File: config.mk
export PLATFORM = sky130hd
export DESIGN_NAME = tlb_ctrl_regs
export DESIGN_NICKNAME = d
export VERILOG_FILES = /design/src/source/tlb_pkg.sv /design/src/source/tlb_ctrl_regs.sv
export VERILOG_INCLUDE_DIRS = /design/src /design/src/include
export SDC_FILE = /design/constraint.sdc
export NUM_CORES = 1
export LEC_CHECK = 0
export ABC_AREA = 1
export BUFFER_PORTS_ARGS = -buffer_cell sky130_fd_sc_hd__buf_2
export CORE_AREA = 3 3 40 42
export DETAILED_ROUTE_END_ITERATION = 7
export DIE_AREA = 0 0 43 45
export PLACE_DENSITY_LB_ADDON = 0.25
export SYNTH_ARGS = -nofsm -noshare
export SYNTH_HDL_FRONTEND = slang
export SYNTH_SLANG_ARGS = --single-unit
File: constraint.sdc
create_clock -name clk_g -period 0.8 [get_ports clk_g]
set_input_delay 0.04 -clock clk_g [delete_from_list [all_inputs] [get_ports clk_g]]
set_output_delay 0.04 -clock clk_g [all_outputs]
set_load 0.01 [all_outputs]
File: src/include/tlb_defs.svh
`ifndef TLB_DEFS_SVH
`define TLB_DEFS_SVH

// ==================================================
// tlb geometry
// ==================================================

// number of ways, the last one holds boot and pinned entries
`define TLB_WAYS 4
`define TLB_SETS 64        // sets per way
`define TLB_IDX_W 6        // low bits of the vpn pick the set

// ==================================================
// boot mapping, identity mapped at the top of memory
// ==================================================

`define TLB_BOOT_VPN 20'hFFFF0   // first boot page
`define TLB_BOOT_PAGES 16        // must not exceed TLB_SETS

`endif

File: src/source/tlb_pkg.sv
package tlb_pkg;

	// ==================================================
	// ram entry, msb first
	// ==================================================
	typedef struct packed {
		logic        v;     // valid
		logic        g;     // global, ignores asid
		logic [7:0]  asid;
		logic [19:0] vpn;
		logic [19:0] ppn;
		logic        a;     // accessed
		logic        d;     // dirty
		logic        c;     // user rights
		logic        r;
		logic        w;
		logic        x;
		logic        sc;    // system rights
		logic        sr;
		logic        sw;
		logic        sx;
	} tlb_entry_t;

	// reset-time fill sequence
	typedef enum logic [1:0] {
		FILL_IDLE,
		FILL_RUN,
		FILL_DONE
	} fill_state_t;

	// register block select, REG_MODE is {xlat_en, sys}
	typedef enum logic {
		REG_ASID,
		REG_MODE
	} reg_sel_t;

	// access kind on the lookup port
	typedef enum logic [1:0] {
		ACC_LOAD,
		ACC_STORE,
		ACC_FETCH
	} acc_kind_t;

endpackage

File: src/source/tlb_ctrl_regs.sv
`timescale 1ns/1ps
`include "tlb_defs.svh"

module tlb_ctrl_regs (
	input  logic                         clk_g,
	input  logic                         rst_i,
	// register port
	input  logic                         reg_we_i,
	input  tlb_pkg::reg_sel_t            reg_sel_i,
	input  logic [7:0]                   reg_wdata_i,
	// software entry write, holds the victim counter
	input  logic                         tlb_wr_i,
	output logic [7:0]                   asid_o,
	output logic                         sys_mode_o,
	output logic                         xlat_en_o,
	output logic [$clog2(`TLB_WAYS)-1:0] victim_way_o
);
	import tlb_pkg::*;

	localparam int WAY_W = $clog2(`TLB_WAYS);
	localparam logic [WAY_W-1:0] VICTIM_LAST = WAY_W'(`TLB_WAYS - 2);

	// ==================================================
	// asid and mode
	// ==================================================
	always_ff @(posedge clk_g) begin
		if (rst_i) begin
			asid_o     <= 8'h00;
			sys_mode_o <= 1'b0;    // user
			xlat_en_o  <= 1'b0;    // translation off, addresses pass through
		end else if (reg_we_i) begin
			case (reg_sel_i)
				REG_ASID: asid_o <= reg_wdata_i;
				REG_MODE: begin
					sys_mode_o <= reg_wdata_i[0];
					xlat_en_o  <= reg_wdata_i[1];
				end
				default: ;
			endcase
		end
	end

	// ==================================================
	// victim way for random writes
	// ==================================================
	// free-running, stops while software writes so the chosen way is stable
	// never reaches the last way, that one is kept for boot and pinned pages
	always_ff @(posedge clk_g) begin
		if (rst_i) begin
			victim_way_o <= '0;
		end else if (!tlb_wr_i) begin
			if (victim_way_o == VICTIM_LAST)
				victim_way_o <= '0;
			else
				victim_way_o <= victim_way_o + 1'b1;
		end
	end

endmodule

==> flow_summary.json <==
{
  "die_h_um": 45,
  "p_leak_nw": 0.383,
  "ys_seq_area_share_pct": 49.1,
  "firstDrtPassIters": 4,
  "clockRootBuffer": "clkbuf_4",
  "htreeDepth": 1,
  "worst_r2r_startpoint": "victim_way_o[0]",
  "yosys_warnings": 0,
  "final_cell_mix": "23 x buf_2, 18 x nor2_1, 13 x nand2_1",
  "final_util_pct": 52.4,
  "area_growth_pct": 37.6,
  "critPathKind": "flop to primary output",
  "grt_antenna_before_repair": 0,
  "tns_ps": 0,
  "cts_tree": "yes",
  "io-pin-count": 25,
  "route.detailed.drc": 0,
  "cp.buffers_inverters": 1,
  "start_kind": "flop",
  "core_area_mm2": 0.00128,
  "finalCritPeriodShare_pct": 96.0,
  "via_per_inst": 4.37,
  "wl_per_cell_um": 8.70,
  "overflow": 0,
  "startpoint": "victim_way_o[1]",
  "clk_path_buf_depth": 2,
  "grt_pass1_vias": 444,
  "die_w_um": 43,
  "fill_cells": 145,
  "n_antenna_cell": 0,
  "max_stage_delay_ps": 340,
  "synth-seq-cells": 12,
  "finalSetupViolations": 0,
  "grt_max_degree": 10,
  "hold_start": "tlb_wr_i",
  "p_seq_share_pct": 53.4,
  "syn-num-nets": 84,
  "avgSynthCellArea_um2": 6.89,
  "path_max_fanout": 3,
  "synth_area_um2": 489,
  "cap_violations": 0,
  "ir_drop_uv": 854,
  "power.share.clock_pct": 29.3,
  "post_cts_buffers": 0,
  "switchingPower_uw": 325,
  "clk_pin_slew_ps": 70,
  "slowest_stage": "dfxtp_2",
  "slew_violations": 0,
  "relSlewSlack_pct": 80.2,
  "crit_chain": "buf_2",
  "finalClockSkew_ps": 0.160,
  "rsz0062_at_grt": "false",
  "finish.net_count": 114,
  "drt_iter0_markers": 5,
  "clk-insertion-delay-late_ps": 270,
  "layout_commonest_cell": "buf_2",
  "comb_power_share_pct": 17.3,
  "die_area_mm2": 0.00194,
  "hpwl_um": 769,
  "crit_arrival_ps": 730,
  "grt_pass1_wl_mm": 1.64,
  "numCtsBuffers": 3,
  "end_kind": "primary output",
  "wirelength_um": 992,
  "tightest_slew_ps": 297,
  "grtUsageTotal_pct": 11.2,
  "rows": 13,
  "synth_cell_type_count": 10,
  "synthCells": 71,
  "drive_gt1_share_pct": 37.4,
  "cp.required_ps": 760,
  "start_util_pct": 38.1,
  "gp_congestion": 0.671,
  "numPortBuffers": 24,
  "p_int_uw": 918,
  "path_delay_family": "flip-flops",
  "switching_share_pct": 26.2,
  "ant_nets": 0,
  "period_minus_slack_ps": 768,
  "max_freq_ghz": 1.30,
  "clock_sinks": 12,
  "hold_path.class": "input port to flop",
  "power_per_cell_area_mw_per_mm2": 1850,
  "status": "finished clean",
  "num_vias": 498,
  "ff2ff_setup_slack_ps": 160,
  "finalHoldViolCount": 0
}
==> power groups by stage <==
stage / Combinational (mW) / Clock [mW] / Sequential (mW)
4_1_cts: 0.212 / 0.382 / 0.662
3_3_place_gp: 0.207 / 0 / 0.674
3_5_place_dp: 0.208 / 0 / 0.674
5_1_grt: 0.243 / 0.397 / 0.671
2_1_floorplan: 0.0964 / 0 / 0.694
6_report: 0.215 / 0.364 / 0.664
==> cells by family after synthesis <==
logic type	count (synthesis)	synth area share, %
XOR/XNOR	1	1.79
buffers and inverters	13	10.7
AO/OA/AOI/OAI	3	3.07
AND/OR/NAND/NOR	42	35.3
flip-flops	12	49.1
==> synthesized netlist by cell type <==
master,instances,share of area (%)
inv_1,9,6.9
nor2_1,18,14
inv_2,3,2.3
nor2_2,1,1.3
dfxtp_1,12,49
buf_4,1,1.5
a21oi_1,3,3.1
xor2_1,1,1.8
nand2_1,13,10
nand3_1,10,10
==> cell type report <==
| class | instances | area (µm²) | share of cell area [%] |
|---|---|---|---|
| inverter | 12 | 45.0 | 6.69 |
| sequential | 12 | 246 | 36.6 |
| multi-input combinational | 46 | 196 | 29.2 |
| clock buffer | 3 | 22.5 | 3.35 |
| tap | 15 | 18.8 | 2.79 |
| timing repair buffer | 26 | 144 | 21.4 |
==> layer usage <==
metal  global-route usage, %  vias to the layer above  routed length, µm
li1                        -                      270                  -
met1                    12.4                      207                450
met2                    20.4                       19                443
met5                       0                        -                  0
met3                    2.39                        2                 84
met4                    5.42                        0                 14
==> worst paths after layout <==
check / endpoint / depth (start not counted)
min reg2reg: sys_mode_o / 2
min: victim_way_o[0] / 3
max reg2reg: victim_way_o[0] / 2
max: victim_way_o[1] / 1
==> sequential cells by signal (all words and copies together), names as in the netlist <==
signal and cells:
asid_o 8, victim_way_o 2, xlat_en_o 1, sys_mode_o 1
==> through the flow <==
step	total power [mW]	hold slack [ps]	cells	instance area (µm²)	setup WS (ps)
CTS	1.26	17.0	114	663	4.53
detailed placement	0.882	241	110	628	93.7
global placement	0.881	244	110	628	103
finish	1.24	19.5	114	673	32.2
floorplan	0.790	109	71	489	114
global route	1.31	41.5	114	673	1.56
==> tightest hold or removal path: stages <==
cell    delay [ps]
buf_2           90
xor2_1          60
nor2_1          70
==> repair_timing <==
| action | CTS | global route |
|---|---|---|
| setup endpoints to repair | 2 | 4 |
| hold buffers | 1 | 0 |
| resized for setup | 2 | 4 |
| endpoints found under the hold margin | 2 | 0 |
(Power assumes the default switching activity.)
