<file path="config.mk">
export PLATFORM = sky130hd
export DESIGN_NAME = tlb_boot_fill
export DESIGN_NICKNAME = d
export VERILOG_FILES = /design/src/source/tlb_pkg.sv /design/src/source/tlb_boot_fill.sv
export VERILOG_INCLUDE_DIRS = /design/src /design/src/include
export SDC_FILE = /design/constraint.sdc
export NUM_CORES = 1
export LEC_CHECK = 0
export ABC_AREA = 1
export BUFFER_PORTS_ARGS = -buffer_cell sky130_fd_sc_hd__buf_2
export CORE_AREA = 2 2 98 100
export DETAILED_ROUTE_END_ITERATION = 16
export DIE_AREA = 0 0 100 102
export GPL_TIMING_DRIVEN = 0
export SLEW_MARGIN = 30
export SYNTH_ARGS = -nofsm -noshare
export SYNTH_HDL_FRONTEND = slang
export SYNTH_SLANG_ARGS = --single-unit
</file>
<file path="constraint.sdc">
create_clock -name clk_g -period 4.2 [get_ports clk_g]
set_input_delay 0.84 -clock clk_g [delete_from_list [all_inputs] [get_ports clk_g]]
set_output_delay 0.84 -clock clk_g [all_outputs]
set_load 0.1 [all_outputs]
</file>
<file path="src/include/tlb_defs.svh">
`ifndef TLB_DEFS_SVH
`define TLB_DEFS_SVH

// ==================================================
// tlb geometry
// ==================================================

// number of ways, the last one holds boot and pinned entries
`define TLB_WAYS 4
`define TLB_SETS 64        // sets per way
`define TLB_IDX_W 6        // low bits of the vpn pick the set

// ==================================================
// boot mapping, identity mapped at the top of memory
// ==================================================

`define TLB_BOOT_VPN 20'hFFFF0   // first boot page
`define TLB_BOOT_PAGES 16        // must not exceed TLB_SETS

`endif

</file>
<file path="src/source/tlb_pkg.sv">
package tlb_pkg;

	// ==================================================
	// ram entry, msb first
	// ==================================================
	typedef struct packed {
		logic        v;     // valid
		logic        g;     // global, ignores asid
		logic [7:0]  asid;
		logic [19:0] vpn;
		logic [19:0] ppn;
		logic        a;     // accessed
		logic        d;     // dirty
		logic        c;     // user rights
		logic        r;
		logic        w;
		logic        x;
		logic        sc;    // system rights
		logic        sr;
		logic        sw;
		logic        sx;
	} tlb_entry_t;

	// reset-time fill sequence
	typedef enum logic [1:0] {
		FILL_IDLE,
		FILL_RUN,
		FILL_DONE
	} fill_state_t;

	// register block select, REG_MODE is {xlat_en, sys}
	typedef enum logic {
		REG_ASID,
		REG_MODE
	} reg_sel_t;

	// access kind on the lookup port
	typedef enum logic [1:0] {
		ACC_LOAD,
		ACC_STORE,
		ACC_FETCH
	} acc_kind_t;

endpackage

</file>
<file path="src/source/tlb_boot_fill.sv">
`timescale 1ns/1ps
`include "tlb_defs.svh"

module tlb_boot_fill (
	input  logic                  clk_g,
	input  logic                  rst_i,
	output logic                  fill_we_o,
	output logic [`TLB_IDX_W-1:0] fill_idx_o,
	output logic [`TLB_WAYS-1:0]  fill_way_mask_o,
	output tlb_pkg::tlb_entry_t   fill_data_o [`TLB_WAYS],
	output logic                  rdy_o
);
	import tlb_pkg::*;

	localparam logic [19:0] BOOT_VPN = `TLB_BOOT_VPN;

	fill_state_t           state;
	logic [`TLB_IDX_W-1:0] set_cnt;    // set being written
	logic [19:0]           boot_vpn;   // boot page that would land in this set
	logic                  in_boot;
	tlb_entry_t            boot_ent;

	// ==================================================
	// sequencer, one set per cycle
	// ==================================================
	always_ff @(posedge clk_g) begin
		if (rst_i) begin
			state   <= FILL_IDLE;
			set_cnt <= '0;
		end else begin
			case (state)
				FILL_IDLE: state <= FILL_RUN;   // first edge after reset
				FILL_RUN: begin
					set_cnt <= set_cnt + 1'b1;   // wraps back to 0 at the end
					if (set_cnt == `TLB_IDX_W'(`TLB_SETS - 1))
						state <= FILL_DONE;
				end
				default: state <= FILL_DONE;   // stays here until reset
			endcase
		end
	end

	// identity entry for the boot window, global with every right
	assign boot_vpn = {BOOT_VPN[19:`TLB_IDX_W], set_cnt};
	assign in_boot  = (boot_vpn - BOOT_VPN) < 20'(`TLB_BOOT_PAGES);

	always_comb begin
		boot_ent      = '1;          // v, g, a, d and all rights set
		boot_ent.asid = 8'h00;
		boot_ent.vpn  = boot_vpn;
		boot_ent.ppn  = boot_vpn;    // identity mapping
	end

	// every way written together, only the last one gets boot entries
	always_comb begin
		for (int w = 0; w < `TLB_WAYS; w++) begin
			fill_data_o[w] = '0;     // invalid
			if (w == `TLB_WAYS - 1 && in_boot)
				fill_data_o[w] = boot_ent;
		end
	end

	assign fill_we_o       = (state == FILL_RUN);
	assign fill_idx_o      = set_cnt;
	assign fill_way_mask_o = {`TLB_WAYS{fill_we_o}};
	assign rdy_o           = (state == FILL_DONE);

endmodule

</file>
==> summary.md, run 1 <==
| Metric | Value |
|---|---|
| Die X | `100 µm` |
| RSZ-0062 raised after global routing | `no` |
| Initial Util | `0.240` |
| Final wirelength | `4.02 mm` |
| Clk_lat worst skew | `230 ps` |
| Syn_area_per_cell | `7.42 µm²` |
| Final nets | `555` |
| GRT Total Usage | `0.0609` |
| Core area | `9110 µm²` |
| Die Height | `102 µm` |
| Number of global-route vias before repair | `1222` |
| CP arrival | `1900 ps` |
| Max Transition Viols Final | `0` |
| LEAKAGE | `0.00245 µW` |
| First-pass GRT wire length | `5.24 mm` |
| Io pins | `254` |
| Minimum clock period | `2740 ps` |
| Fraction of final layout cells sized beyond drive strength 1 | `0.578` |
| Required @ worst endpoint | `3360 ps` |
| Number of port buffers | `65` |
| Setup Total Neg Slack | `0 ps` |
| Clk sinks | `8` |
| Final worst slack | `1460 ps` |
| GR Overflow Total | `0` |
| Max-Cap Viols | `0` |
| DR vias | `1768` |
| Row count | `35` |
| Crit end category | `output port` |
| Antenna viol nets, final | `0` |
| RePlAce Congestion | `0.708` |
| Crit path cell chain | `nand2_2 -> inv_2 -> buf_4 -> buf_2` |
| CTS root buf | `clkbuf_8` |
| Outcome | `complete, no violations` |
| Clock Skew | `3.00 ps` |
| Max frequency | `365 MHz` |
| Worst min-delay path class | `register to register` |
| Area growth syn-to-layout | `55.2%` |
| PwrDens | `323 nW/µm²` |
| Dpl hpwl | `3.74 mm` |
| Distinct cell type count after synthesis | `17` |
| Die area | `10200 µm²` |
| Postcts setup bufs | `0` |
| DRT Pass-1 Iters | `3` |
| Antenna violations before repair | `0` |
| Clk slew on worst S/H paths | `40 ps` |
| Slew HR | `0.571` |
| Mapped Cells | `295` |
| Fill count | `955` |
| Total CTS buffers | `3` |
| Largest net degree at the start of global routing | `45` |
| # setup viols final | `0` |
| Post-synthesis cell area | `2190 µm²` |
| Maximum buffer depth of the clock tree | `2` |
| CTS tree | `built` |
| H-Tree Depth | `1` |
| First DRT Iteration DRCs | `14` |
| Type of the worst setup path | `register to output port` |
| Hold Buf Count CTS | `0` |
| Reg area | `160 µm²` |
| Fin crit share | `0.652` |
| Crit-path max FO | `44` |
| Crit path launch type | `register` |
| WL per Instance | `6.08 µm` |
| Worst-Margin Slew | `643 ps` |
| Fin. Hold Viols | `0` |
| Yosys warning total | `0` |
| Peak supply drop | `0.121 mV` |
| Vias per std cell | `2.67` |
| Area occupied by multi-input gates | `898 µm²` |
| Crit-path max cell delay | `500 ps` |
| Synthesis-stage register bit count | `8` |
| Seq/Total Area, Yosys | `0.0732` |
| Drt drc | `0` |
| # diodes | `0` |
| Post-CTS sizing | `0` |
| CP max stage cell | `inv_2` |
| Setup WS pre-CTS | `1660 ps` |
## worst max-delay path: cells and delay by family (launching register included)
kind | cells | cell delay [ps]
buf+inv | 3 | 1130
simple gates | 1 | 140
flops | 1 | 370
## registers in the layout, summed over array words and instances, names as in the netlist
| register | cells |
|---|---|
| fill_idx_o | 6 |
| state | 2 |
## per-stage QoR
| step | area [µm²] | hold slack [ps] | power (µW) | util | instances |
|---|---|---|---|---|---|
| 6_report | 3400 | 520 | 1100 | 0.373 | 661 |
| 5_1_grt | 3400 | 546 | 1120 | 0.373 | 661 |
| 3_5_place_dp | 3350 | 506 | 998 | 0.368 | 658 |
| 3_3_place_gp | 3350 | 502 | 998 | 0.368 | 658 |
| 4_1_cts | 3400 | 515 | 1090 | 0.373 | 661 |
| 2_1_floorplan | 2890 | 525 | 990 | - | 482 |
## kinds of logic (layout without fill, tap and decap cells)
group                    after synthesis  in the layout  share of synthesized area
AO/OA/AOI/OAI                          7              7                     0.0160
buffers and inverters                249            317                      0.837
AND/OR/NAND/NOR                       29             29                     0.0663
flip-flops                             8              8                     0.0732
adder cells (fa/ha/maj)                1              1                    0.00572
other                                  1            188                    0.00171
## power breakdown
group / internal [µW] / switching (µW) / total (µW) / leakage [µW]
Sequential: 78.9 / 3.11 / 82.0 / 0.0000654
Clock: 62.0 / 29.2 / 91.2 / 0.0000216
Combinational: 128 / 796 / 924 / 0.00237
Total: 269 / 828 / 1100 / 0.00245
## per-layer routing
metal	GRT usage	routed length, µm
met1	0.0653	1360
met2	0.121	2110
met3	0.0150	525
met4	0.0126	27
met5	0	0
## cell usage in the layout (no fill, tap or decap)
master / instances
buf_4: 239
conb_1: 188
buf_2: 65
nand2_1: 11
nor2_1: 10
dfxtp_1: 8
a21oi_1: 6
inv_2: 5
inv_1: 5
clkbuf_8: 3
nor2_4: 2
nand2_2: 1
nand4_1: 1
nand3_2: 1
nor2_2: 1
o21ai_1: 1
nor3_2: 1
nor3_1: 1
ha_1: 1
## Yosys cell counts, drive strengths merged
| master | count | area share |
|---|---|---|
| o21ai | 1 | 0.0023 |
| nor2 | 13 | 0.030 |
| nor3 | 2 | 0.0069 |
| inv | 10 | 0.017 |
| buf | 239 | 0.82 |
| ha | 1 | 0.0057 |
| nand3 | 1 | 0.0046 |
| conb | 1 | 0.0017 |
| dfxtp | 8 | 0.073 |
| a21oi | 6 | 0.014 |
| nand4 | 1 | 0.0029 |
| nand2 | 12 | 0.022 |
## final timing paths
| path | from | slack, ps | depth (start not counted) | endpoint |
|---|---|---|---|---|
| min reg2reg | fill_idx_o[1] | 520 | 2 | fill_idx_o[1] |
| max | fill_idx_o[4] | 1460 | 4 | fill_data_o[26] |
| min | fill_idx_o[1] | 520 | 2 | fill_idx_o[1] |
| max reg2reg | fill_idx_o[0] | 3070 | 6 | fill_idx_o[4] |
## cell type report
| type | count | area share |
|---|---|---|
| clock buffer | 3 | 0.0122 |
| buffer | 239 | 0.528 |
| sequential | 8 | 0.0472 |
| multi-input combinational | 225 | 0.265 |
| tap | 111 | 0.0409 |
| inverter | 10 | 0.0111 |
| timing repair buffer | 65 | 0.0958 |
No activity file was read; power rests on OpenSTA's default activity.
==> inputs of run 2 (changes only) <==
- clock period: 4.2 -> 2.4 ns (I/O delays scaled with it)
==> summary.md, run 2 (same netlist as run 1, synthesis figures left out) <==
| Metric | Value |
|---|---|
| Outcome | `complete, no violations` |
| Core area | `9110 µm²` |
| Placed Cells | `658` |
| CTS tree | `built` |
| Initial Util | `0.240` |
| Met2 wire length | `2.39 mm` |
| Antenna viol nets, final | `0` |
| Type of the worst setup path | `register to output port` |
| CTS root buf | `clkbuf_8` |
| GR Overflow Total | `0` |
| Vias per std cell | `2.67` |
| Maximum buffer depth of the clock tree | `2` |
| Met1 WL | `1.29 mm` |
| Worst min-delay path class | `input port to register` |
| Max Transition Viols Final | `0` |
| CP max stage cell | `clkinvlp_4` |
| Crit-path max FO | `22` |
| Row count | `35` |
| Max-Cap Viols | `0` |
| Required @ worst endpoint | `1920 ps` |
| Peak supply drop | `0.261 mV` |
| Total power | `1920 µW` |
| Io pins | `254` |
| Crit path launch type | `register` |
| Clk_lat worst skew | `230 ps` |
| WP buf/inv | `3` |
| Fin crit share | `0.909` |
| Fraction of final layout cells sized beyond drive strength 1 | `0.595` |
| Number of global-route vias before repair | `1246` |
| Max frequency | `458 MHz` |
| RSZ-0062 raised after global routing | `no` |
| Fill count | `969` |
| GRT Total Usage | `0.0637` |
| Minimum clock period | `2180 ps` |
| RePlAce Congestion | `0.759` |
| Die Height | `102 µm` |
| Largest register FFs | `6` |
| # setup viols final | `0` |
| Clock Skew | `1.84 ps` |
| Antenna violations before repair | `0` |
| Cell Count, Final, Fillers Out | `662` |
| Clk slew on worst S/H paths | `40 ps` |
| Dpl hpwl | `3.82 mm` |
| # diodes | `0` |
| Hold Buf Count CTS | `0` |
| Die area | `10200 µm²` |
| Clk sinks | `8` |
| DR vias | `1767` |
| Most frequent cells in the layout | `buf_4 (238), conb_1 (188), buf_2 (65)` |
| DRT Pass-1 Iters | `4` |
| Crit-path max cell delay | `390 ps` |
| Crit end category | `output port` |
| Largest delay contributor family on the critical path | `buffers and inverters` |
| Number of port buffers | `65` |
| H-Tree Depth | `1` |
| Final wirelength | `4.19 mm` |
| First-pass GRT wire length | `5.46 mm` |
| CP arrival | `1700 ps` |
| Drt drc | `0` |
| Metal3 WL | `487 µm` |
| Fin. Hold Viols | `0` |
| Final nets | `556` |
| Largest net degree at the start of global routing | `23` |
| PwrDens | `556 nW/µm²` |
| Top layer in use | `met4` |
| Crit path cell chain | `nand2_4 -> clkinvlp_4 -> buf_4 -> buf_2` |
| Commonest non-fill, non-tap cell in the layout | `buf_4` |
| LEAKAGE | `0.00247 µW` |
| Total CTS buffers | `3` |
| First DRT Iteration DRCs | `8` |
| WL per Instance | `6.33 µm` |
| Die X | `100 µm` |
| Area growth syn-to-layout | `58.1%` |
[run 2: cell types whose count changed in the layout (fill, tap and decap cells not counted), sizes merged]
cell / before / now
clkinvlp: 0 / 2
inv: 10 / 9
[run 2: per-stage QoR]
| step | setup slack [ps] | setup TNS (ps) | utilization | cell area [µm²] | hold WS (ps) |
|---|---|---|---|---|---|
| detailed placement | 162 | 0 | 0.374 | 3410 | 513 |
| CTS | 187 | 0 | 0.380 | 3460 | 458 |
| finish | 218 | 0 | 0.380 | 3460 | 456 |
| global route | 118 | 0 | 0.380 | 3460 | 462 |
| global placement | 191 | 0 | 0.374 | 3410 | 495 |
| floorplan | -38.7 | -1630 | - | 2950 | 525 |
[run 2: worst paths after layout]
| path | startpoint | endpoint | slack, ps | cells after the start |
|---|---|---|---|---|
| hold reg to reg | fill_idx_o[5] | fill_idx_o[5] | 510 | 2 |
| setup reg to reg | fill_idx_o[0] | fill_idx_o[4] | 1330 | 6 |
| hold / removal | rst_i | state[1] | 460 | 2 |
| setup / recovery | fill_idx_o[5] | fill_data_o[28] | 220 | 4 |
[run 2: cell type report]
type / count / area (µm²) / share of cell area
plain buffers: 239 / 1810 / 0.522
clock buffers: 3 / 41.3 / 0.0119
inverters: 10 / 41.3 / 0.0119
multi-input cells: 225 / 926 / 0.268
flip-flops and latches: 8 / 173 / 0.0499
well taps: 111 / 139 / 0.0401
repair buffers: 65 / 325 / 0.0940
repair inverters: 1 / 7.51 / 0.00217
[run 2: repair_timing]
action | CTS | global route
gates resized for setup | 1 | 0
setup endpoints to repair | 43 | 0
setup buffers | 0 | 0
[run 2: power by group]
part           internal (µW)  switching (µW)
sequential               137            5.41
clock                    109            52.6
combinational            225            1390
[run 2: worst reg2reg max path: stages (launching register included)]
cell	delay (ps)
dfxtp_2	350
ha_1	200
nand2_1	90
nor3_2	150
nand2_1	70
nand2_1	60
nor2_1	40
[run 2: per-layer routing]
layer / vias to the layer above / GRT usage
met2: 124 / 0.137
met4: 0 / 0.0190
met5: - / 0
li1: 973 / -
met3: 4 / 0.0116
met1: 666 / 0.0603
==> inputs of run 3 (changes only) <==
- ABC_AREA: 1 -> default
- CORE_AREA: 2 2 98 100 -> 2 2 99 101
- DIE_AREA: 0 0 100 102 -> 0 0 101 103
==> summary.md, run 3 <==
| Metric | Value |
|---|---|
| CP max stage cell | `and2_4` |
| Top-area cell type share of the netlist area | `0.808` |
| RePlAce Congestion | `0.754` |
| Hold Slack | `554 ps` |
| Post-CTS sizing | `0` |
| Postcts setup bufs | `0` |
| Worst min-delay path class | `register to register` |
| Yosys warning total | `0` |
| Reg-to-Reg End | `fill_idx_o[5]` |
| Met1 WL | `1.26 mm` |
| Initial Util | `0.235` |
| GRT Total Usage | `0.0640` |
| Crit-path max cell delay | `440 ps` |
| # setup viols final | `0` |
| Die area | `10400 µm²` |
| Crit-path max FO | `45` |
| CTS root buf | `clkbuf_8` |
| Top layer in use | `met4` |
| Fraction of final layout cells sized beyond drive strength 1 | `0.607` |
| Setup Total Neg Slack | `0 ps` |
| Peak supply drop | `0.301 mV` |
| Final wirelength | `4.36 mm` |
| Largest register FFs | `6` |
| Max frequency | `462 MHz` |
| Crit path cell chain | `and2_4 -> buf_4 -> buf_2` |
| Clk sinks | `8` |
| Hold EP | `fill_idx_o[2]` |
| Synth top area cells | `buf_4 (81%), dfxtp_1 (7.2%), and3_1 (1.4%), mux2_4 (1.4%), nor2_1 (1.2%)` |
| Area growth syn-to-layout | `55.2%` |
| Dpl hpwl | `4.01 mm` |
| Syn_area_per_cell | `7.87 µm²` |
| Clk slew on worst S/H paths | `40 ps` |
| CTS tree | `built` |
| GR Overflow Total | `0` |
| Largest net degree at the start of global routing | `46` |
| Hold path start | `fill_idx_o[2]` |
| Largest delay contributor family on the critical path | `buffers and inverters` |
| Required @ worst endpoint | `1920 ps` |
| Met2 wire length | `2.61 mm` |
| Number of global-route vias before repair | `1145` |
| Antenna violations before repair | `0` |
| Die Height | `103 µm` |
| Seq/Total Area, Yosys | `0.0722` |
| Hold Path Cell Cnt | `2` |
| Die X | `101 µm` |
| Max Transition Viols Final | `0` |
| Clk_lat worst skew | `230 ps` |
| Number of synthesized flops with an enable pin | `0` |
| Clock Skew | `1.92 ps` |
| CP arrival | `1680 ps` |
| Row count | `36` |
| Minimum clock period | `2160 ps` |
| Final nets | `542` |
| Fin crit share | `0.901` |
| Antenna viol nets, final | `0` |
| Mapped Cells | `282` |
| R2R Setup Slk | `1080 ps` |
| R2r worst-path depth | `4` |
| First-pass GRT wire length | `5.51 mm` |
| Count leader, synth | `buf_4` |
| Outcome | `complete, no violations` |
| Vias per std cell | `2.70` |
| Most frequent cells in the layout | `buf_4 (239), conb_1 (188), buf_2 (66)` |
| DRT Pass-1 Iters | `3` |
| Worst R2R Start | `state[0]` |
| Hold Buf Count CTS | `0` |
| Post-synthesis async set-or-reset flop share | `0` |
| Largest area contributor in the synthesized netlist | `buf_4` |
| WL per Instance | `6.69 µm` |
| First DRT Iteration DRCs | `3` |
| Io pins | `254` |
| Maximum buffer depth of the clock tree | `2` |
| Number of port buffers | `65` |
| Dominant synthesized flop cell | `dfxtp_1` |
| RSZ-0062 raised after global routing | `no` |
| Distinct cell type count after synthesis | `24` |
| Synthesis-stage register bit count | `8` |
| Fin. Hold Viols | `0` |
| Metal3 WL | `465 µm` |
| Crit path launch type | `register` |
| Max-Cap Viols | `0` |
| Synth cell count leaders | `buf_4 (239), dfxtp_1 (8), nor2_1 (7), and3_1 (5)` |
| Total CTS buffers | `3` |
| Post-synthesis cell area | `2220 µm²` |
| PwrDens | `560 nW/µm²` |
| Drt drc | `0` |
| LEAKAGE | `0.00250 µW` |
| Crit end category | `output port` |
| Core area | `9460 µm²` |
| H-Tree Depth | `1` |
| Worst path depth | `3` |
| # diodes | `0` |
| WP buf/inv | `2` |
| Type of the worst setup path | `register to output port` |
| Commonest non-fill, non-tap cell in the layout | `buf_4` |
| DR vias | `1760` |
==> run 3: layout make-up <==
class / instances / area [µm²]
tap: 114 / 143
inverter: 1 / 3.75
sequential: 8 / 168
timing repair buffer: 65 / 325
multi-input combinational: 219 / 955
buffer: 241 / 1810
clock buffer: 3 / 41.3
fill: 1010 / 6010
==> run 3: how the worst max path moves through the flow <==
stage	slack (ps)	endpoint	startpoint
floorplan	180	fill_data_o[14]	fill_idx_o[4]
global placement	440	fill_data_o[44]	fill_idx_o[4]
detailed placement	450	fill_data_o[25]	fill_idx_o[4]
CTS	200	fill_data_o[25]	fill_idx_o[4]
global route	110	fill_data_o[1]	fill_idx_o[4]
finish	240	fill_data_o[25]	fill_idx_o[4]
==> run 3: metrics by stage <==
step | total power [µW] | cell area (µm²) | std cells | setup WS [ps] | util
finish | 1930 | 3450 | 651 | 236 | 0.364
global route | 1980 | 3450 | 651 | 108 | 0.364
CTS | 1910 | 3450 | 651 | 202 | 0.364
detailed placement | 1760 | 3400 | 648 | 445 | 0.360
global placement | 1750 | 3400 | 648 | 440 | 0.360
floorplan | 1740 | 2940 | 469 | 180 | -
==> run 3: where the power goes <==
part / switching [µW] / internal [µW] / total (µW) / leakage, µW
Clock: 50.8 / 108 / 159 / 0.0000216
Combinational: 1390 / 229 / 1620 / 0.00241
Sequential: 7.72 / 139 / 147 / 0.0000680
==> run 3: layer usage <==
metal  track usage  vias to the layer above
li1              -                      948
met1        0.0598                      704
met2         0.139                      106
met3       0.00949                        2
met4        0.0187                        0
met5             0                        -
==> run 3: cell families (layout without fill, tap and decap cells) <==
logic type | after synthesis | count (layout) | share of synthesized area
AND/OR/NAND/NOR | 22 | 22 | 0.0648
other | 1 | 188 | 0.00169
adder cells (fa/ha/maj) | 1 | 1 | 0.00564
buffers and inverters | 242 | 310 | 0.817
XOR/XNOR | 2 | 2 | 0.00789
flip-flops | 8 | 8 | 0.0722
multiplexers | 3 | 3 | 0.0180
AO/OA/AOI/OAI | 3 | 3 | 0.0124
==> run 3: worst register-to-register path: stages (launching register included) <==
cell	delay (ps)
dfxtp_1	370
nor2b_4	160
buf_6	150
and4_4	230
mux2_4	290
