## src/include/tlb_defs.svh

```systemverilog
`ifndef TLB_DEFS_SVH
`define TLB_DEFS_SVH

// ==================================================
// tlb geometry
// ==================================================

// number of ways, the last one holds boot and pinned entries
`define TLB_WAYS 4
`define TLB_SETS 64        // sets per way
`define TLB_IDX_W 6        // low bits of the vpn pick the set

// ==================================================
// boot mapping, identity mapped at the top of memory
// ==================================================

`define TLB_BOOT_VPN 20'hFFFF0   // first boot page
`define TLB_BOOT_PAGES 16        // must not exceed TLB_SETS

`endif

```

## src/source/tlb_pkg.sv

```systemverilog
package tlb_pkg;

	// ==================================================
	// ram entry, msb first
	// ==================================================
	typedef struct packed {
		logic        v;     // valid
		logic        g;     // global, ignores asid
		logic [7:0]  asid;
		logic [19:0] vpn;
		logic [19:0] ppn;
		logic        a;     // accessed
		logic        d;     // dirty
		logic        c;     // user rights
		logic        r;
		logic        w;
		logic        x;
		logic        sc;    // system rights
		logic        sr;
		logic        sw;
		logic        sx;
	} tlb_entry_t;

	// reset-time fill sequence
	typedef enum logic [1:0] {
		FILL_IDLE,
		FILL_RUN,
		FILL_DONE
	} fill_state_t;

	// register block select, REG_MODE is {xlat_en, sys}
	typedef enum logic {
		REG_ASID,
		REG_MODE
	} reg_sel_t;

	// access kind on the lookup port
	typedef enum logic [1:0] {
		ACC_LOAD,
		ACC_STORE,
		ACC_FETCH
	} acc_kind_t;

endpackage

```

## src/source/tlb_lookup.sv

```systemverilog
`timescale 1ns/1ps
`include "tlb_defs.svh"

module tlb_lookup (
	input  logic                         clk_g,
	input  logic                         rst_i,
	// access request
	input  logic                         acc_i,
	input  logic [31:0]                  vadr_i,
	input  tlb_pkg::acc_kind_t           kind_i,
	// mode from the register block
	input  logic [7:0]                   asid_i,
	input  logic                         sys_mode_i,
	input  logic                         xlat_en_i,
	// port B data of every way
	input  tlb_pkg::tlb_entry_t          way_dout_i [`TLB_WAYS],
	output logic [`TLB_IDX_W-1:0]        idx_o,
	// results
	output logic                         done_o,
	output logic [31:0]                  padr_o,
	output logic [3:0]                   acr_o,
	output logic                         miss_o,
	output logic [31:0]                  miss_adr_o,
	// accessed / dirty write-back onto port A
	output logic                         wb_we_o,
	output logic [`TLB_IDX_W-1:0]        wb_idx_o,
	output logic [$clog2(`TLB_WAYS)-1:0] wb_way_o,
	output tlb_pkg::tlb_entry_t          wb_data_o
);
	import tlb_pkg::*;

	localparam int WAY_W = $clog2(`TLB_WAYS);

	// stage 1 request
	logic        s1_vld;
	logic [31:0] s1_vadr;
	acc_kind_t   s1_kind;
	logic [7:0]  s1_asid;
	logic        s1_sys;
	logic        s1_xlat;

	// stage 2 compare
	logic             hit;
	logic [WAY_W-1:0] hit_way;
	tlb_entry_t       hit_ent;
	tlb_entry_t       wb_ent;
	logic             is_store;
	logic             need_wb;

	// index goes to port B in the same cycle as the strobe
	assign idx_o = vadr_i[12 +: `TLB_IDX_W];

	// ==================================================
	// stage 1, capture request and mode
	// ==================================================
	always_ff @(posedge clk_g) begin
		if (rst_i)
			s1_vld <= 1'b0;
		else
			s1_vld <= acc_i;
	end

	always_ff @(posedge clk_g) begin
		if (acc_i) begin
			s1_vadr <= vadr_i;
			s1_kind <= kind_i;
			s1_asid <= asid_i;      // mode sampled with the request
			s1_sys  <= sys_mode_i;
			s1_xlat <= xlat_en_i;
		end
	end

	// ==================================================
	// stage 2, compare every way
	// ==================================================
	always_comb begin
		hit     = 1'b0;
		hit_way = '0;
		hit_ent = '0;
		// walk downward so the lowest matching way wins
		for (int w = `TLB_WAYS - 1; w >= 0; w--) begin
			if (way_dout_i[w].v && way_dout_i[w].vpn == s1_vadr[31:12] &&
			    (way_dout_i[w].g || way_dout_i[w].asid == s1_asid)) begin
				hit     = 1'b1;
				hit_way = WAY_W'(w);
				hit_ent = way_dout_i[w];
			end
		end
	end

	assign is_store = (s1_kind == ACC_STORE);
	// write back only when a or d actually changes
	assign need_wb = s1_vld && s1_xlat && hit &&
	                 (!hit_ent.a || (is_store && !hit_ent.d));

	always_comb begin
		wb_ent   = hit_ent;
		wb_ent.a = 1'b1;
		if (is_store)
			wb_ent.d = 1'b1;   // loads and fetches leave d alone
	end

	// result registers
	always_ff @(posedge clk_g) begin
		if (rst_i) begin
			done_o <= 1'b0;
			miss_o <= 1'b0;
			padr_o <= 32'h0;
			acr_o  <= 4'h0;
		end else begin
			done_o <= s1_vld;
			miss_o <= 1'b0;                          // strobe, one cycle only
			if (s1_vld) begin
				if (!s1_xlat) begin
					padr_o <= s1_vadr;                   // pass-through
					acr_o  <= 4'hF;
				end else if (hit) begin
					padr_o <= {hit_ent.ppn, s1_vadr[11:0]};
					acr_o  <= s1_sys ? {hit_ent.sc, hit_ent.sr, hit_ent.sw, hit_ent.sx}
					                 : {hit_ent.c, hit_ent.r, hit_ent.w, hit_ent.x};
				end else begin
					padr_o <= 32'h0;
					acr_o  <= 4'h0;
					miss_o <= 1'b1;
				end
			end
		end
	end

	always_ff @(posedge clk_g) begin
		if (s1_vld && s1_xlat && !hit)
			miss_adr_o <= s1_vadr;   // faulting address for the handler
	end

	// write-back request, lands on port A one edge later
	always_ff @(posedge clk_g) begin
		if (rst_i)
			wb_we_o <= 1'b0;
		else
			wb_we_o <= need_wb;
	end

	always_ff @(posedge clk_g) begin
		if (need_wb) begin
			wb_idx_o  <= s1_vadr[12 +: `TLB_IDX_W];
			wb_way_o  <= hit_way;
			wb_data_o <= wb_ent;
		end
	end

endmodule

```

## config.mk

```make
export PLATFORM = sky130hd
export DESIGN_NAME = tlb_lookup
export DESIGN_NICKNAME = d
export VERILOG_FILES = /design/src/source/tlb_pkg.sv /design/src/source/tlb_lookup.sv
export VERILOG_INCLUDE_DIRS = /design/src /design/src/include
export SDC_FILE = /design/constraint.sdc
export NUM_CORES = 1
export LEC_CHECK = 0
export BUFFER_PORTS_ARGS = -buffer_cell sky130_fd_sc_hd__buf_2
export CORE_AREA = 3 3 168 170
export CTS_CLUSTER_SIZE = 40
export DETAILED_ROUTE_END_ITERATION = 10
export DIE_AREA = 0 0 171 173
export GPL_TIMING_DRIVEN = 0
export PLACE_DENSITY = 0.65
export SLEW_MARGIN = 20
export SYNTH_ARGS = -nofsm -noshare
export SYNTH_HDL_FRONTEND = slang
export SYNTH_SLANG_ARGS = --single-unit
```

## constraint.sdc

```tcl
create_clock -name clk_g -period 13.15 [get_ports clk_g]
set_input_delay 1.9725 -clock clk_g [delete_from_list [all_inputs] [get_ports clk_g]]
set_output_delay 1.9725 -clock clk_g [all_outputs]
set_load 0.02 [all_outputs]
```

==> impl_metrics.toml, run 1 <==
[die]
coreArea_mm2 = 0.02688
die_w_um = 171
die_h_um = 173
io_pins = 432
start_util_pct = 37.54
die_area_mm2 = 0.02958
rows = 60

[grt]
grt_max_degree = 46
grt_pass1_vias = 10141
grt_first_pass_wirelength_um = 63670
grt-ovfl-total = 0
grtUsageTotal_pct = 28.84
antenna_found_initial = 9

[timing]
setup_tns_ns = 0
period_share_pct = 42.11
max_freq_mhz = 180.6
period_needed_ns = 5.538
worstMarginPinSlew_ns = 1.035
grt_setup_unrepaired = "no"
finClkSkew_ns = 0.02111
finalHoldViolations = 0
finalMaxSlewViolations = 0
setup_viol = 0
relSlewSlack_pct = 31.03

[critical_path]
crit_required_ns = 13.29
reg2reg_to = "wb_data_o[37]$_DFFE_PP_"
crit_cells = 14
ff2ff_setup_slack_ns = 8.58
crit_path_top_delay_cell = "or4_1"
cp.buffers_inverters = 7
critPathLaunchType = "input pin"
end_kind = "flip-flop"
worstReg2RegStart = "s1_vadr[27]$_DFFE_PP_"
critical_path_class = "in -> reg"
critical-path-top-delay-family = "simple AND/OR/NAND/NOR gates"
max_stage_delay_ns = 0.64
crit_chain = "buf_2, xor2_1, nor4_1, nand4_1, or4_1, clkbuf_1, buf_2, buf_2, o21ai_0, a32oi_1, a21oi_4, buf_16, buf_16, buf_16"
crit_arrival_ns = 5.68
r2r_cells = 14
cp_max_fo = 22

[synth]
synth.area.top_cells = "edfxtp_1 (43%), dfxtp_1 (7.9%), xor2_1 (6.1%)"
synth_top_area_share_pct = 42.56
synth-main-ff-cell = "edfxtp_1"
synth-seq-cells = 183
syn_area_per_cell_um2 = 10.12
syn_nets = 1284
postSynthCellCount = 997
synth_edf_count = 143
synth_cell_types = 52
synth.largest_area_cell = "edfxtp_1"
synth_warnings = 0
ys_async_sr_fraction_pct = 0
seq_area_frac_synth_pct = 50.50
syn-cell-area_mm2 = 0.01009

[clocking]
cts_sinks = 183
post_cts_buffers = 0
clk_latency_ns = 0.45
clockBufferDepth = 2
cts_max_level = 4
clk_pin_slew_worst_paths_ns = 0.09
cts_buffers = 17
cts_hold_buf = 0
post_cts_resize_count = 0
cts-root-buf = "clkbuf_16"
tritoncts = "yes"

[pwr]
ir_drop_mv = 0.1027
p_per_area_mw_per_mm2 = 102.6
leakagePower_nw = 5.870

[layout]
nNetsFinal = 1738
drive_above_1_share_pct = 34.70
fin_util_pct = 50.19
fillers = 2574
multiInputGateArea_mm2 = 0.004410
syn2layout_area_growth_pct = 33.69
ff_latch_area_mm2 = 0.005095

[routing]
vias = 10170
wl_per_cell_um = 24.55
wl_met3_um = 4171
wl_met2_um = 21050
drt_iter0_markers = 1011
drt_wl_total_um = 44480
drc = 0
ant_nets = 0
dr.pass1.iters = 5
top_layer_used = "met5"
viasPerCell = 5.613
met1_length_um = 17560

[placed_design]
hpwl_um = 35220
portBuffers = 430
gp_congestion = 0.9642

[worst_hold_path]
holdPathEnd = "miss_adr_o[19]$_DFFE_PP_"
hold_path_depth = 0
hold_path_class = "reg -> reg"
min-delay-start = "s1_vadr[19]$_DFFE_PP_"

[job]
drv_cap = 0

[run_status]
outcome = "finished, final reports clean"
-- worst max path at each step --
stage                         start                 endpoint
finish              way_dout_i[223]  wb_data_o[37]$_DFFE_PP_
global route        way_dout_i[223]  wb_data_o[57]$_DFFE_PP_
CTS                 way_dout_i[223]  wb_data_o[45]$_DFFE_PP_
detailed placement  way_dout_i[223]  wb_data_o[45]$_DFFE_PP_
global placement    way_dout_i[223]  wb_data_o[45]$_DFFE_PP_
floorplan           way_dout_i[219]   wb_data_o[0]$_DFFE_PP_
-- report_power, final --
group / switching [mW] / total [mW] / internal, mW
sequential: 0.0121 / 0.651 / 0.639
clock: 0.293 / 0.564 / 0.271
combinational: 0.0983 / 0.170 / 0.0712
-- sequential cells by signal (all words and copies together), names as in the netlist, 2 cells and up --
| register | count |
|---|---|
| acr_o | 4 |
| miss_adr_o | 32 |
| padr_o | 32 |
| s1_asid | 8 |
| s1_kind | 2 |
| s1_vadr | 32 |
| wb_data_o | 59 |
| wb_idx_o | 6 |
| wb_way_o | 2 |
-- cell type report --
type / count / area share [%]
sequential: 183 / 37.77
multi-input combinational: 678 / 32.70
timing repair buffer: 435 / 16.99
buffer: 103 / 3.553
tap: 341 / 3.163
clock buffer: 17 / 3.154
clock inverter: 15 / 1.623
inverter: 33 / 0.9183
antenna: 7 / 0.1299
-- cells in the final DEF (no fill, tap or decap), types with 17 or more instances in the layout --
cell	Yosys	layout
a311o_1	20	20
o21ai_1	18	18
clkbuf_16	0	17
o31ai_1	35	35
inv_1	33	33
nor4_1	17	17
a22oi_1	20	20
nor3_1	25	25
nor2_1	50	50
nand3_1	31	31
xor2_1	70	70
mux2i_1	28	28
xnor2_1	42	42
o21ai_0	52	52
buf_2	23	452
dfxtp_1	40	40
nand4_1	46	46
edfxtp_1	143	143
o21a_1	26	26
clkbuf_1	62	62
a21oi_1	51	50
nand2_1	78	78
-- cell families after synthesis --
| group | Yosys count | synth area share (%) |
|---|---|---|
| AO/OA/AOI/OAI | 263 | 17.63 |
| XOR/XNOR | 112 | 9.722 |
| flip-flops | 183 | 50.50 |
| other | 1 | 0.03717 |
| buffers and inverters | 136 | 5.977 |
| multiplexers | 28 | 2.778 |
| AND/OR/NAND/NOR | 274 | 13.36 |
-- Yosys cell counts, drive strengths merged (2+ instances only) --
master / count
xor2: 70
xnor2: 42
a221oi: 3
or4: 2
a22o: 14
mux2i: 28
o21ai: 70
nor3: 26
a311o: 20
a41o: 2
edfxtp: 143
inv: 33
a22oi: 20
o21a: 26
nor2: 50
or3: 2
o311ai: 3
o31a: 2
clkbuf: 62
a32oi: 2
nor2b: 3
nand4: 47
a21oi: 51
nand2b: 10
buf: 41
and2: 2
nand3: 31
nor4: 18
and3: 3
o211ai: 2
dfxtp: 40
nand2: 78
o311a: 6
o31ai: 35
-- layer usage --
metal / track usage, % / up-vias
li1: - / 4593
met1: 36.71 / 4861
met2: 47.86 / 620
met3: 6.836 / 94
met4: 10.23 / 2
met5: 0 / -
-- per-stage QoR --
step	setup slack, ns	power [mW]	hold slack [ns]	instance area (um^2)	cells
final	7.612	1.384	0.4494	13490	1812
after global routing	7.491	1.431	0.4563	13490	1812
after CTS	7.662	1.392	0.4480	13470	1805
after detailed placement	7.210	0.8315	0.4331	12830	1773
after global placement	2.462	0.8301	0.4265	12670	1768
after floorplan	5.761	0.7324	0.4206	10090	997
(Power assumes the default switching activity.)
==> run 2, diff against run 1 <==
==> constraint.sdc (replaced) <==
create_clock -name clk_g -period 5.5 [get_ports clk_g]
set_input_delay 0.825 -clock clk_g [delete_from_list [all_inputs] [get_ports clk_g]]
set_output_delay 0.825 -clock clk_g [all_outputs]
set_load 0.02 [all_outputs]
==> run 2 against run 1 <==
Setup slack lost 6.8 ns. Largest power group unchanged. Largest cell class unchanged. Wire length grew 1.3%. Power grew 140%. Critical path depth shrank 1. First-iteration DRC count grew 16%. Clock skew shrank 0.0012 ns. Core utilization shrank 0.26 points. Combinational power grew 140%. Via count grew 0.51%. Count of clock-buffer cells in the layout is the same. Cell count shrank 0.22%.
==> impl_metrics.toml, run 2 (synthesized netlist as in run 1, its figures left out) <==
[routing]
drt_iter0_markers = 1168
ant_nets = 0
drc = 0
vias = 10222
drt_wl_total_um = 45050
viasPerCell = 5.654
wl_per_cell_um = 24.92
dr.pass1.iters = 6

[pwr]
leakagePower_nw = 5.849
ir_drop_mv = 0.2030
power_mw = 3.258
p_per_area_mw_per_mm2 = 242.8

[placed_design]
hpwl_um = 35130
dpl.cell_count = 1772
portBuffers = 430
gp_congestion = 0.9743
dpl-instance-area_mm2 = 0.01279
place_ws_ns = 0.7304

[clocking]
post_cts_buffers = 0
clk_latency_ns = 0.45
cts_sinks = 183
post_cts_resize_count = 0
cts-root-buf = "clkbuf_16"
cts_max_level = 4
clockBufferDepth = 2
cts_buffers = 17
cts_hold_buf = 0
tritoncts = "yes"
clk_pin_slew_worst_paths_ns = 0.08

[timing]
worstMarginPinSlew_ns = 1.131
grt_setup_unrepaired = "no"
finClkSkew_ns = 0.01987
finalMaxSlewViolations = 0
period_needed_ns = 4.646
finalHoldViolations = 0
timing.final.ws_setup_ns = 0.8541
hold_ws_ns = 0.4509
period_share_pct = 84.47
setup_tns_ns = 0
relSlewSlack_pct = 24.59
setup_viol = 0
max_freq_mhz = 215.2

[die]
die_w_um = 171
rows = 60
io_pins = 432
coreArea_mm2 = 0.02688
die_area_mm2 = 0.02958
die_h_um = 173
start_util_pct = 37.54

[grt]
antenna_found_initial = 4
grt-ovfl-total = 0
grtUsageTotal_pct = 29.16
grt_pass1_vias = 10257
grt_first_pass_wirelength_um = 64310
grt_max_degree = 46

[layout]
multiInputGateArea_mm2 = 0.004410
finalNonFillerCells = 1808
syn2layout_area_growth_pct = 33.01
finalInstanceArea_mm2 = 0.01342
mostFrequentLayoutCells = "buf_2 (452), edfxtp_1 (143), nand2_1 (78)"
fillers = 2574
drive_above_1_share_pct = 34.65
regMostFlops = "wb_data_o"
nNetsFinal = 1737
largest_reg_flops = 59
layout_commonest_cell = "buf_2"
fin_util_pct = 49.93
ff_latch_area_mm2 = 0.005095

[critical_path]
worstReg2RegStart = "s1_vadr[28]$_DFFE_PP_"
critPathLaunchType = "flip-flop"
critical_path_class = "reg -> reg"
cp_max_fo = 22
crit_required_ns = 5.68
end_kind = "flip-flop"
timing.critical_path.from = "s1_vadr[28]$_DFFE_PP_"
crit_arrival_ns = 4.83

[worst_hold_path]
min-delay-start = "s1_vadr[19]$_DFFE_PP_"
hold_path_class = "reg -> reg"

[job]
drv_cap = 0

[run_status]
outcome = "finished, final reports clean"
[run 2: metal layers]
metal / track usage (%) / share of wire, % / up-vias
met3: 6.584 / 9.6 / 92
met4: 9.624 / 3.2 / 0
met2: 48.73 / 48 / 652
li1: - / - / 4593
met1: 37.33 / 40 / 4885
met5: 0 / 0 / -
[run 2: path summary, 6_finish.rpt]
check / slack [ns] / end / cells past startpoint
max: 0.85 / wb_data_o[57]$_DFFE_PP_ / 13
min: 0.45 / miss_adr_o[19]$_DFFE_PP_ / 0
max reg2reg: 0.85 / wb_data_o[57]$_DFFE_PP_ / 13
min reg2reg: 0.45 / miss_adr_o[19]$_DFFE_PP_ / 0
[run 2: critical path, cell delays in order, from the launching register on]
cell,delay [ns]
edfxtp_1,0.41
clkbuf_1,0.26
xor2_1,0.22
nor4_1,0.52
and3_1,0.34
and3_1,0.18
buf_2,0.23
buf_2,0.36
buf_1,0.66
nand2_1,0.11
a32oi_1,0.38
a21oi_4,0.26
buf_16,0.25
buf_16,0.17
[run 2: layout make-up]
type	count	area share, %
Clock buffer	17	3.170
Tap cell	341	3.179
Clock inverter	15	1.436
Multi-Input combinational cell	678	32.86
Antenna cell	4	0.07458
Buffer	103	3.571
Sequential cell	183	37.96
Timing Repair Buffer	434	16.82
Inverter	33	0.9230
[run 2: where the power goes]
group          total, mW  leakage [nW]  switching (mW)  internal, mW
clock               1.29         0.301           0.667         0.627
combinational      0.407          3.74           0.237         0.170
sequential          1.56          1.81          0.0296          1.53
total               3.26          5.85           0.934          2.32
==> run 3, diff against run 2 <==
--- a/config.mk
+++ b/config.mk
@@ -6,13 +6,14 @@
 export SDC_FILE = /design/constraint.sdc
 export NUM_CORES = 1
 export LEC_CHECK = 0
+export ABC_AREA = 1
 export BUFFER_PORTS_ARGS = -buffer_cell sky130_fd_sc_hd__buf_2
-export CORE_AREA = 3 3 168 170
+export CORE_AREA = 3 3 169 171
 export CTS_CLUSTER_SIZE = 40
 export DETAILED_ROUTE_END_ITERATION = 10
-export DIE_AREA = 0 0 171 173
+export DIE_AREA = 0 0 172 174
 export GPL_TIMING_DRIVEN = 0
-export PLACE_DENSITY = 0.65
+export PLACE_DENSITY = 0.67
 export SLEW_MARGIN = 20
 export SYNTH_ARGS = -nofsm -noshare
 export SYNTH_HDL_FRONTEND = slang
==> constraint.sdc (replaced) <==
create_clock -name clk_g -period 4.7 [get_ports clk_g]
set_input_delay 0.705 -clock clk_g [delete_from_list [all_inputs] [get_ports clk_g]]
set_output_delay 0.705 -clock clk_g [all_outputs]
set_load 0.02 [all_outputs]
==> run 3 against run 2 <==
Count of clock-buffer cells in the layout unchanged. Critical path type unchanged. Synthesized cell count increased by 33%. Area after synthesis increased by 7.5%. Wire length increased by 5.3%. Register-to-register slack got worse by 0.08 ns. Critical path depth increased by 3. Largest cell class unchanged. Worst hold slack got worse by 0.027 ns. Sequential share of layout area decreased by 2.0 points. Critical endpoint is now wb_data_o[4]$_DFFE_PP_. Largest power group unchanged. Power increased by 26%.
==> impl_metrics.toml, run 3 <==
[synth]
syn_area_per_cell_um2 = 8.155
synth_top_area_share_pct = 39.59
synth.most_common_cell = "nand2_1"
ys_async_sr_fraction_pct = 0
seq_area_frac_synth_pct = 46.97
synth-main-ff-cell = "edfxtp_1"
synth_warnings = 0
yosys.area_share.simple_pct = 26.35
synth_edf_count = 143
synth-seq-cells = 183
synth.area.top_cells = "edfxtp_1 (40%), nand2_1 (14%), dfxtp_1 (7.4%)"
synth_top_family_by_area = "simple AND/OR/NAND/NOR gates"
yosys-mux-area-fraction_pct = 0
syn-cell-area_mm2 = 0.01085
synthAdderAreaFrac_pct = 0
synth_cell_types = 45
synth.largest_area_cell = "edfxtp_1"
postSynthCellCount = 1330
synthTopCellsByCount = "nand2_1 (405), edfxtp_1 (143), nor2_1 (102)"
synthXorXnorAreaFrac_pct = 2.907
synth-compound-area-share_pct = 15.05
syn_nets = 1617

[clocking]
cts_hold_buf = 0
post_cts_resize_count = 0
cts_buffers = 17
tritoncts = "yes"
clk_pin_slew_worst_paths_ns = 0.10
clk_latency_ns = 0.45
cts_sinks = 183
post_cts_buffers = 0
cts_max_level = 4
clockBufferDepth = 2
cts-root-buf = "clkbuf_16"

[timing]
worstMarginPinSlew_ns = 0.6952
finalHoldViolations = 0
period_needed_ns = 3.927
grt_setup_unrepaired = "no"
finClkSkew_ns = 0.02241
relSlewSlack_pct = 53.65
setup_tns_ns = 0
finalMaxSlewViolations = 0
max_freq_mhz = 254.7
setup_viol = 0
period_share_pct = 83.54
hold_ws_ns = 0.4244

[grt]
grt_pass1_vias = 11039
grtUsageTotal_pct = 30.50
grt-ovfl-total = 0
antenna_found_initial = 6
grt_first_pass_wirelength_um = 67250
grt_max_degree = 46

[critical_path]
cp_max_fo = 38
crit_arrival_ns = 4.05
critPathLaunchType = "flip-flop"
crit_required_ns = 4.82
critical_path_class = "reg -> reg"
end_kind = "flip-flop"

[pwr]
power_mw = 4.097
ir_drop_mv = 0.2538
leakagePower_nw = 6.919
p_per_area_mw_per_mm2 = 289.5

[worst_hold_path]
hold_path_class = "in -> reg"

[layout]
regMostFlops = "wb_data_o"
syn2layout_area_growth_pct = 30.48
finalInstanceArea_mm2 = 0.01415
ff_latch_area_mm2 = 0.005095
multiInputGateArea_mm2 = 0.004817
finalNonFillerCells = 2139
layout_commonest_cell = "buf_2"
mostFrequentLayoutCells = "buf_2 (450), nand2_1 (405), edfxtp_1 (143)"
largest_reg_flops = 59
fillers = 2678
drive_above_1_share_pct = 34.47
nNetsFinal = 2067

[die]
die_w_um = 172
die_area_mm2 = 0.02993
io_pins = 432
die_h_um = 174
start_util_pct = 40.13
coreArea_mm2 = 0.02703
rows = 60

[routing]
drc = 0
wl_per_cell_um = 22.17
dr.pass1.iters = 8
vias = 11311
drt_wl_total_um = 47430
viasPerCell = 5.288
drt_iter0_markers = 1027
ant_nets = 0

[job]
drv_cap = 0

[placed_design]
gp_congestion = 0.9805
hpwl_um = 38010
dpl.cell_count = 2102
portBuffers = 429
dpl-instance-area_mm2 = 0.01347

[run_status]
outcome = "finished, final reports clean"
## run 3: cell count changes after synthesis, sizes merged, moves of 45 or more
cell	before	now
nand2	78	408
inv	33	126
nor2	50	113
xor2	70	14
nand3	31	86
clkbuf	62	17
## run 3: layout make-up
cell class	instances	share of cell area [%]
Antenna cell	5	0.08841
Multi-Input combinational cell	947	34.04
Buffer	73	3.271
Tap cell	341	3.015
Timing Repair Buffer	431	15.47
Clock buffer	17	3.006
Clock inverter	15	1.706
Sequential cell	183	36.00
Inverter	127	3.404
## run 3: logic make-up after synthesis
kind of cell	after synthesis
simple gates	658
compound gates	252
buf+inv	200
flops	183
xor+xnor	36
other cells	1
## run 3: report_power, final
part           switching (mW)  total [mW]  internal, mW
combinational           0.382       0.604         0.222
sequential             0.0624        1.86          1.79
clock                   0.866        1.64         0.771
## run 3: per-stage QoR
step	utilization [%]	setup slack, ns
after floorplan	-	1.032
after global placement	49.66	-0.8168
after detailed placement	49.85	0.7039
after CTS	52.32	0.7728
after global routing	52.37	0.5745
final	52.37	0.7735
## run 3: path summary, 6_finish.rpt
| check | from | endpoint | slack (ns) | cells past startpoint |
|---|---|---|---|---|
| worst max-delay path | s1_vadr[12]$_DFFE_PP_ | wb_data_o[4]$_DFFE_PP_ | 0.77 | 16 |
| worst max register to register | s1_vadr[12]$_DFFE_PP_ | wb_data_o[4]$_DFFE_PP_ | 0.77 | 16 |
| worst min-delay path | vadr_i[6] | s1_vadr[6]$_DFFE_PP_ | 0.42 | 1 |
| worst min register to register | s1_vadr[28]$_DFFE_PP_ | miss_adr_o[28]$_DFFE_PP_ | 0.45 | 0 |
## run 3: layer usage
layer / share of wire (%) / track usage (%) / wire (um) / up-vias
met4: 3.2 / 10.68 / 1541 / 2
met3: 9.2 / 6.959 / 4344 / 75
met5: 0.027 / 0 / 13 / -
met1: 41 / 39.55 / 19380 / 5277
met2: 47 / 49.99 / 22150 / 604
li1: - / - / - / 5353
## run 3: worst max-delay path: stages, from the launching register on
cell	delay, ns
edfxtp_1	0.73
inv_2	0.24
nand2_1	0.12
nand2_1	0.05
nor2_1	0.15
nand2_1	0.07
nor2_1	0.10
nand3_1	0.16
nor2_2	0.36
buf_4	0.28
nor2_1	0.07
nand2_1	0.07
nand3_1	0.07
nand3_1	0.18
nand2_1	0.21
inv_4	0.38
buf_12	0.30
